File: config.mk
export PLATFORM = sky130hd
export DESIGN_NAME = cpu_core
export DESIGN_NICKNAME = d
export VERILOG_FILES = /design/src/cpu_pkg.sv /design/src/instr_decode.sv /design/src/reg_file.sv /design/src/alu_exec.sv /design/src/cpu_core.sv
export VERILOG_INCLUDE_DIRS = /design/src
export SDC_FILE = /design/constraint.sdc
export NUM_CORES = 2
export LEC_CHECK = 0
export ABC_AREA = 0
export BUFFER_PORTS_ARGS = -buffer_cell sky130_fd_sc_hd__buf_2
export CAP_MARGIN = 5
export CORE_MARGIN = 10
export CORE_UTILIZATION = 45
export DETAILED_ROUTE_END_ITERATION = 6
export PLACE_DENSITY_LB_ADDON = 0.1
export SLEW_MARGIN = 20
export SYNTH_ARGS = -nofsm -noshare
export SYNTH_HDL_FRONTEND = slang
export SYNTH_HIERARCHICAL = 1
export SYNTH_SLANG_ARGS = --single-unit
File: constraint.sdc
create_clock -name clk -period 9.9 [get_ports clk]
set_clock_uncertainty 0.1 [all_clocks]
set_input_delay 0.495 -clock clk [delete_from_list [all_inputs] [get_ports clk]]
set_output_delay 0.495 -clock clk [all_outputs]
set_load 0.05 [all_outputs]
File: src/cpu_settings.svh
`ifndef CPU_SETTINGS_SVH
`define CPU_SETTINGS_SVH

// data path and pc width.
`define CPU_XLEN 32

// architectural register count.
`define CPU_NUM_REGS 32

// register index width.
`define CPU_REG_ADDR_W 5

// pc of the first accepted instruction.
`define CPU_PC_RESET 32'h0000_0000

// pc increment per accepted instruction.
`define CPU_PC_STEP 32'd4

`endif

File: src/cpu_pkg.sv
`include "cpu_settings.svh"

package cpu_pkg;

    // major opcodes handled by the core.
    typedef enum logic [6:0] {
        OPC_OP     = 7'b0110011,
        OPC_OP_IMM = 7'b0010011
    } opcode_e;

    // alu operations.
    typedef enum logic [3:0] {
        ALU_ADD  = 4'd0,
        ALU_SUB  = 4'd1,
        ALU_SLL  = 4'd2,
        ALU_SLT  = 4'd3,
        ALU_SLTU = 4'd4,
        ALU_XOR  = 4'd5,
        ALU_SRL  = 4'd6,
        ALU_SRA  = 4'd7,
        ALU_OR   = 4'd8,
        ALU_AND  = 4'd9
    } alu_op_e;

    // decoded instruction, as held between decode and the alu.
    typedef struct packed {
        logic                       valid;
        alu_op_e                    alu_op;
        logic [`CPU_REG_ADDR_W-1:0] rs1;
        logic [`CPU_REG_ADDR_W-1:0] rs2;
        logic [`CPU_REG_ADDR_W-1:0] rd;
        logic                       use_imm;
        logic                       spare;
        logic [`CPU_XLEN-1:0]       imm;
        logic [`CPU_XLEN-1:0]       pc;
    } dec_op_t;

    // completed instruction, also the register file write port.
    typedef struct packed {
        logic                       valid;
        logic [`CPU_XLEN-1:0]       pc;
        logic [`CPU_REG_ADDR_W-1:0] rd;
        logic [`CPU_XLEN-1:0]       data;
    } complete_t;

endpackage

File: src/instr_decode.sv
`timescale 1ns/10ps
`include "cpu_settings.svh"

module instr_decode (
    input  logic                    clk,
    input  logic                    rstn,
    input  logic                    instr_valid,
    input  logic [31:0]             instr,
    output cpu_pkg::dec_op_t        dec_op
);

    logic [`CPU_XLEN-1:0] pc_q;
    cpu_pkg::opcode_e     opcode;
    logic [2:0]           funct3;
    logic                 funct7_b30;
    logic [`CPU_XLEN-1:0] imm_i;
    logic                 legal;
    logic                 use_imm;
    cpu_pkg::alu_op_e     alu_op;
    cpu_pkg::dec_op_t     dec_d;

    // instruction fields.
    assign opcode     = cpu_pkg::opcode_e'(instr[6:0]);
    assign funct3     = instr[14:12];
    assign funct7_b30 = instr[30];

    // sign-extended i-type immediate.
    assign imm_i = {{(`CPU_XLEN-12){instr[31]}}, instr[31:20]};

    // opcode class.
    always_comb begin
        legal   = 1'b1;
        use_imm = 1'b0;
        case (opcode)
            cpu_pkg::OPC_OP:     use_imm = 1'b0;
            cpu_pkg::OPC_OP_IMM: use_imm = 1'b1;
            default:             legal   = 1'b0;
        endcase
    end

    // funct3 / funct7 to alu op.
    // no subi, so bit 30 only selects sub on register-register ops.
    always_comb begin
        case (funct3)
            3'b000:  alu_op = (funct7_b30 && !use_imm) ? cpu_pkg::ALU_SUB : cpu_pkg::ALU_ADD;
            3'b001:  alu_op = cpu_pkg::ALU_SLL;
            3'b010:  alu_op = cpu_pkg::ALU_SLT;
            3'b011:  alu_op = cpu_pkg::ALU_SLTU;
            3'b100:  alu_op = cpu_pkg::ALU_XOR;
            3'b101:  alu_op = funct7_b30 ? cpu_pkg::ALU_SRA : cpu_pkg::ALU_SRL;
            3'b110:  alu_op = cpu_pkg::ALU_OR;
            default: alu_op = cpu_pkg::ALU_AND;
        endcase
    end

    // next decoded op.
    always_comb begin
        dec_d.valid   = legal;
        dec_d.alu_op  = alu_op;
        dec_d.rs1     = instr[19:15];
        dec_d.rs2     = instr[24:20];
        dec_d.rd      = instr[11:7];
        dec_d.use_imm = use_imm;
        dec_d.spare   = 1'b0;
        dec_d.imm     = imm_i;
        dec_d.pc      = pc_q;
    end

    // fetch pc and decode register.
    // pc steps on every accepted word, illegal ones too.
    always_ff @(posedge clk or negedge rstn) begin
        if (!rstn) begin
            pc_q   <= `CPU_PC_RESET;
            dec_op <= '0;
        end else if (instr_valid) begin
            pc_q   <= pc_q + `CPU_PC_STEP;
            dec_op <= dec_d;
        end else begin
            dec_op.valid <= 1'b0;
        end
    end

endmodule

File: src/reg_file.sv
`timescale 1ns/10ps
`include "cpu_settings.svh"

module reg_file (
    input  logic                       clk,
    input  logic                       rstn,
    input  logic [`CPU_REG_ADDR_W-1:0] rs1_addr,
    input  logic [`CPU_REG_ADDR_W-1:0] rs2_addr,
    input  cpu_pkg::complete_t         wr,
    output logic [`CPU_XLEN-1:0]       rs1_data,
    output logic [`CPU_XLEN-1:0]       rs2_data
);

    logic [`CPU_XLEN-1:0] regs [`CPU_NUM_REGS];
    logic                 wr_en;
    logic                 rs1_hit;
    logic                 rs2_hit;

    // x0 is never written.
    assign wr_en = wr.valid && (wr.rd != '0);

    // the completion register holds the newest write, so reads see it.
    assign rs1_hit = wr_en && (wr.rd == rs1_addr);
    assign rs2_hit = wr_en && (wr.rd == rs2_addr);

    assign rs1_data = (rs1_addr == '0) ? '0 : (rs1_hit ? wr.data : regs[rs1_addr]);
    assign rs2_data = (rs2_addr == '0) ? '0 : (rs2_hit ? wr.data : regs[rs2_addr]);

    // architectural state.
    always_ff @(posedge clk or negedge rstn) begin
        if (!rstn) begin
            for (int i = 0; i < `CPU_NUM_REGS; i++) begin
                regs[i] <= '0;
            end
        end else if (wr_en) begin
            regs[wr.rd] <= wr.data;
        end
    end

endmodule

File: src/alu_exec.sv
`timescale 1ns/10ps
`include "cpu_settings.svh"

module alu_exec (
    input  logic                 clk,
    input  logic                 rstn,
    input  cpu_pkg::dec_op_t     dec_op,
    input  logic [`CPU_XLEN-1:0] rs1_data,
    input  logic [`CPU_XLEN-1:0] rs2_data,
    output cpu_pkg::complete_t   complete
);

    logic [`CPU_XLEN-1:0]         op_a;
    logic [`CPU_XLEN-1:0]         op_b;
    logic [$clog2(`CPU_XLEN)-1:0] shamt;
    logic                         lt_signed;
    logic                         lt_unsigned;
    logic [`CPU_XLEN-1:0]         result;

    // operand select.
    assign op_a = rs1_data;
    assign op_b = dec_op.use_imm ? dec_op.imm : rs2_data;

    // low bits only, also for the immediate shifts.
    assign shamt = op_b[$clog2(`CPU_XLEN)-1:0];

    // compares.
    assign lt_signed   = $signed(op_a) < $signed(op_b);
    assign lt_unsigned = op_a < op_b;

    always_comb begin
        case (dec_op.alu_op)
            cpu_pkg::ALU_ADD:  result = op_a + op_b;
            cpu_pkg::ALU_SUB:  result = op_a - op_b;
            cpu_pkg::ALU_SLL:  result = op_a << shamt;
            cpu_pkg::ALU_SLT:  result = {{(`CPU_XLEN-1){1'b0}}, lt_signed};
            cpu_pkg::ALU_SLTU: result = {{(`CPU_XLEN-1){1'b0}}, lt_unsigned};
            cpu_pkg::ALU_XOR:  result = op_a ^ op_b;
            cpu_pkg::ALU_SRL:  result = op_a >> shamt;
            cpu_pkg::ALU_SRA:  result = $signed(op_a) >>> shamt;
            cpu_pkg::ALU_OR:   result = op_a | op_b;
            cpu_pkg::ALU_AND:  result = op_a & op_b;
            default:           result = '0;
        endcase
    end

    // completion register.
    // also feeds the register file write port.
    always_ff @(posedge clk or negedge rstn) begin
        if (!rstn) begin
            complete <= '0;
        end else begin
            complete.valid <= dec_op.valid;
            complete.pc    <= dec_op.pc;
            complete.rd    <= dec_op.rd;
            complete.data  <= result;
        end
    end

endmodule

File: src/cpu_core.sv
`timescale 1ns/10ps
`include "cpu_settings.svh"

module cpu_core (
    input  logic               clk,
    input  logic               rstn,
    input  logic               instr_valid,
    input  logic [31:0]        instr,
    output cpu_pkg::complete_t complete
);

    cpu_pkg::dec_op_t     dec_op;
    logic [`CPU_XLEN-1:0] rs1_data;
    logic [`CPU_XLEN-1:0] rs2_data;

    // fetch pc and decode.
    instr_decode decode_i (
        .clk         (clk),
        .rstn        (rstn),
        .instr_valid (instr_valid),
        .instr       (instr),
        .dec_op      (dec_op)
    );

    // read addresses come straight from the decode register.
    reg_file reg_file_i (
        .clk      (clk),
        .rstn     (rstn),
        .rs1_addr (dec_op.rs1),
        .rs2_addr (dec_op.rs2),
        .wr       (complete),
        .rs1_data (rs1_data),
        .rs2_data (rs2_data)
    );

    alu_exec alu_exec_i (
        .clk      (clk),
        .rstn     (rstn),
        .dec_op   (dec_op),
        .rs1_data (rs1_data),
        .rs2_data (rs2_data),
        .complete (complete)
    );

endmodule

After elaboration in Yosys (flattened, before gate mapping)
Cells that the tools add are included.
W data, S select, Z words.
{"block": "word_totals", "ff_bits": 1191, "output_inout_bits": 70}
{"block": "op_classes", "bitwise_logic": 6, "shift": 3, "n_mux": 21, "n_lt_le_gt_ge": 6, "reduce_logical": 12, "add_sub_neg": 3, "n_eq_ne": 19}
{"cell": "$bwmux W1024", "n": 1}
{"cell": "$bmux W32 S5", "n": 2}
{"cell": "$mux W32", "n": 10}
{"cell": "$pmux W32 S10", "n": 1}
{"cell": "$demux W32 S5", "n": 1}
{"cell": "$lt A32 B32 Y1", "n": 2}
{"cell": "$add A32 B3 Y32 const B", "n": 1}
{"cell": "$add A32 B32 Y32", "n": 1}
{"cell": "$and A32 B32 Y32", "n": 1}
{"cell": "$or A32 B32 Y32", "n": 1}
{"cell": "$shl A32 B5 Y32", "n": 1}
{"cell": "$shr A32 B5 Y32", "n": 1}
{"cell": "$sshr A32 B5 Y32", "n": 1}
{"cell": "$sub A32 B32 Y32", "n": 1}
{"cell": "$xor A32 B32 Y32", "n": 1}
{"cell": "$pmux W4 S7", "n": 1}
{"cell": "$ge A6 B6 Y1 const B", "n": 3}
{"cell": "$not A5 Y6", "n": 3}
{"cell": "$eq A4 B3 Y1 const B", "n": 4}
{"cell": "$eq A5 B5 Y1", "n": 2}
{"cell": "$logic_not A5 Y1", "n": 2}
{"cell": "$eq A3 B3 Y1 const B", "n": 3}
{"cell": "$eq A4 B2 Y1 const B", "n": 2}
{"cell": "$eq A4 B4 Y1 const B", "n": 2}
{"cell": "other kinds (13)", "n": 22}

Longest topological paths before layout
{"block": "logic_depth", "word_depth": 9, "depth_mapped": 28, "mapped_depth_nobuf": 20}

Hierarchy
The synthesis kept the hierarchy.
{"module": "reg_file", "cells_each": 4019, "instances": 1, "area_each_um2": 56115.1, "seq_area_each_um2": 25624.6}
{"module": "alu_exec", "cells_each": 1480, "instances": 1, "area_each_um2": 11136.9, "seq_area_each_um2": 1751.7}
{"module": "instr_decode", "cells_each": 281, "instances": 1, "area_each_um2": 3768.6, "seq_area_each_um2": 2202.1}

Worst setup path before layout
OpenSTA, ideal clock, no wires.
{"block": "synth_timing", "path_type": "register -> register", "start": "reg, netlist name alu_exec_i/complete[34]", "end": "reg, netlist name alu_exec_i/complete[31]", "synth_period_minus_slack_ns": 5.557, "path_stages_with_launch": 24, "t_arrival_ns": 5.388, "t_required_ns": 9.731, "slack_ns": 4.343, "cell_sequence": "dfrtp_1 > buf_2 > nor3_2 > a21bo_2 > or3_1 > buf_6 > clkbuf_1 > nor2_1 > nor3_1 > mux2i_1 > clkinv_1 > clkbuf_1 > clkbuf_1 > ha_1 > buf_2 > nor2_1 > a2111oi_2 > a211o_1 > o21ai_1 > a21bo_2 > a311o_1 > a2111oi_0 > o21ai_0 > nand3_1"}
{"block": "synth_between", "elab_chain_len": 8}
{"element": "$reduce_bool A5 Y1", "line_no": "reg_file.sv:20", "source": "assign wr_en = wr.valid && (wr.rd != '0);"}
{"element": "$logic_and A1 B1 Y1", "line_no": "reg_file.sv:20"}
{"element": "$logic_and A1 B1 Y1 *", "line_no": "reg_file.sv:24", "source": "assign rs2_hit = wr_en && (wr.rd == rs2_addr);"}
{"element": "$mux W32 * (2 in series)", "line_no": "reg_file.sv:27", "source": "assign rs2_data = (rs2_addr == '0) ? '0 : (rs2_hit ? wr.data : regs[rs2_addr]);"}
{"element": "named net rs2_data[3]", "line_no": "cpu_core.sv:14", "source": "logic [`CPU_XLEN-1:0] rs2_data;"}
{"element": "$mux W32 *", "line_no": "alu_exec.sv:22", "source": "assign op_b = dec_op.use_imm ? dec_op.imm : rs2_data;"}
{"element": "$sub A32 B32 Y32 (tied with other cells)", "line_no": "alu_exec.sv:34", "source": "cpu_pkg::ALU_SUB: result = op_a - op_b;"}
{"element": "$pmux W32 S10 *", "line_no": "alu_exec.sv:32", "source": "case (dec_op.alu_op)"}
{"element": "named net alu_exec_i.result[31]", "line_no": "alu_exec.sv:18", "source": "logic [`CPU_XLEN-1:0] result;"}
Mark *: on every way through the listed nets, which the timed path passes. The rest lies on a longest branch.
A chain may end at the register's enable or synchronous reset.

Final worst setup path
{"block": "layout_timing", "start": "reg, netlist name decode_i/dec_op[72]", "end": "reg, netlist name alu_exec_i/complete[24]"}
{"block": "layout_between", "elab_chain_len": 9}
{"element": "$not A5 Y6 (not written as such)", "line_no": "reg_file.sv:27"}
{"element": "$bmux W32 S5", "line_no": "reg_file.sv:27"}
{"element": "$mux W32 (not written as such) (2 in series)", "line_no": "reg_file.sv:27"}
{"element": "$mux W32", "line_no": "reg_file.sv:27"}
{"element": "$mux W32 *", "line_no": "reg_file.sv:27"}
{"element": "named net rs2_data[15]", "line_no": "cpu_core.sv:14"}
{"element": "$mux W32 *", "line_no": "alu_exec.sv:22"}
{"element": "$sub A32 B32 Y32 / $add A32 B32 Y32 (equally long branches)", "line_no": "alu_exec.sv:34, alu_exec.sv:33"}
{"element": "$pmux W32 S10 *", "line_no": "alu_exec.sv:32"}
{"element": "named net alu_exec_i.result[24]", "line_no": "alu_exec.sv:18"}
Mark *: on every way through the listed nets, which the timed path passes. The rest lies on a longest branch. The select of a mux whose other input is x is not followed.

==> results.json <==
{
  "drcViolationCount": 4,
  "cts_sinks": 1182,
  "drtIter0Drc": 6862,
  "dieArea_um2": 174000,
  "status": "finished with violations",
  "boundaryPins": 105,
  "failed_checks": "DRC",
  "clock_path_buffers": 3,
  "power_density_nw_per_um2": 191,
  "period_needed_ns": 7.27,
  "avgSynthCellArea_um2": 12.3,
  "wl_per_cell_um": 35.1,
  "area_growth_pct": 9.91,
  "gp_congestion": 0.959,
  "portBuffers": 104,
  "dr.pass1.iters": 7,
  "antenna_found_initial": 12,
  "cts_made_buffers": 140,
  "path_clk_slew_ns": 0.07,
  "dpl.hpwl_mm": 176,
  "yosys_warnings": 6,
  "worst_hold_path_type": "primary input to async pin",
  "met1_length_mm": 113,
  "cts_resized": 0,
  "start_util_pct": 45.4,
  "tns_ns": 0,
  "p_leak_nw": 36.0,
  "via_per_inst": 6.71,
  "final_common_cell": "dfrtp_1",
  "max_freq_mhz": 138,
  "drive_gt1_share_pct": 35.8,
  "grt_pass1_vias": 52300,
  "wl_met2_mm": 124,
  "p_total_mw": 14.9,
  "ir_drop_v": 0.000183,
  "wl_mm": 276,
  "critPathCaptureType": "flop",
  "grt_pass1_wl_mm": 394,
  "ant_nets": 0,
  "dr_total_vias": 52600,
  "grt_util_all_layers_pct": 30.9,
  "routed.top_layer": "met5",
  "critPathSlowestCell": "nor2b_2",
  "crit_type": "flop to flop",
  "netlist_instances": 5779,
  "final_hold_viol_count": 0,
  "layout_common_cells": "dfrtp_1, mux2_2, mux2i_1",
  "finalSetupViolations": 0,
  "route.met3.wl_mm": 23.0,
  "htreeDepth": 4,
  "final_nets": 5816,
  "r2r-start": "decode_i/dec_op[72]",
  "slew_violations": 0,
  "fin_crit_sh_pct": 73.4,
  "relSlewSlack_pct": 14.1,
  "post_cts_buffers": 0,
  "tightest_slew_ns": 1.28,
  "core_um2": 157000,
  "worstPathMaxFanout": 36,
  "maxCapViolCount": 0,
  "die_w_um": 417,
  "required_ns": 10.51,
  "num_rows": 145,
  "cts.hold.buffers_added": 33,
  "cts_tree": "yes",
  "die_y_um": 417,
  "clk_latency_ns": 0.82,
  "cpPeakStageDelay_ns": 0.87,
  "grt_max_degree": 181,
  "worst_setup_path_start_kind": "flop",
  "worstPathArrival_ns": 7.88,
  "syn-cell-area_um2": 71000,
  "grt_overflow_total": 0,
  "cts_root_buf": "clkbuf_16",
  "crit_chain": "buf_4 -> nor2b_2 -> buf_4 -> a221oi_1 -> o21a_1 -> a221oi_1 -> o21ai_0 -> mux2i_1 -> ha_1 -> nand4b_1 -> or3_1 -> a211oi_1 -> nor3_1 -> a31oi_1 -> nand3_1 -> nand3_1 -> o21ai_0 -> a221o_1",
  "crit_start": "decode_i/dec_op[72]",
  "rsz0062_at_grt": "no"
}
-- final cells by class --
cell class | instances | area, um^2
clock inverters | 60 | 848
diodes | 2 | 5.00
multi-input cells | 3908 | 38000
well taps | 2058 | 2570
inverters | 107 | 404
flip-flops and latches | 1182 | 29600
repair buffers | 336 | 2580
fillers | 13800 | 78500
clock buffers | 195 | 3980
-- final timing paths --
check                      cells past startpoint                      end  slack, ns
setup / recovery                              18  alu_exec_i/complete[24]       2.63
hold / removal                                 2     reg_file_i/regs[533]       0.16
setup reg to reg                              18  alu_exec_i/complete[24]       2.63
hold reg to reg                                0  alu_exec_i/complete[69]       0.24
max in group asynchronous                      4      decode_i/dec_op[78]       7.03
min in group clk                               5      decode_i/dec_op[81]       0.19
-- worst max-delay path: cells and delay by family, from the launching register on --
family | cells | cell delay [ns]
simple gates | 6 | 2.15
flops | 1 | 0.76
fa+ha+maj | 1 | 0.45
mux | 1 | 0.35
buf+inv | 2 | 0.87
compound gates | 8 | 2.42
-- sequential cells by signal, summed over array words and instances (netlist names) --
| signal | cells |
|---|---|
| reg_file_i/regs | 1024 |
| alu_exec_i/complete | 70 |
| decode_i/dec_op | 58 |
| decode_i/pc_q | 30 |
-- metrics by stage --
stage / std cells / instance area, um^2 / setup slack (ns) / util [%] / hold WS, ns
global placement: 7557 / 72900 / 2.76 / 46.5 / 0.231
CTS: 7846 / 78000 / 2.95 / 49.8 / 0.123
detailed placement: 7558 / 72900 / 2.93 / 46.6 / 0.236
finish: 7848 / 78100 / 2.63 / 49.9 / 0.160
global route: 7847 / 78000 / 2.57 / 49.8 / 0.203
floorplan: 5780 / 71000 / 4.34 / - / 0.0994
-- power by group --
part / leakage [nW] / switching [mW] / internal, mW
clock: 2.37 / 2.25 / 3.18
sequential: 16.4 / 0.172 / 4.98
combinational: 17.3 / 3.13 / 1.20
total: 36.0 / 5.56 / 9.36
-- metal layers --
layer,vias to the layer above,global-route usage [%]
li1,21500,-
met1,27700,41.5
met2,2729,47.3
met3,727,6.59
met4,4,15.5
met5,-,0
No activity file was read; power rests on OpenSTA's default activity.
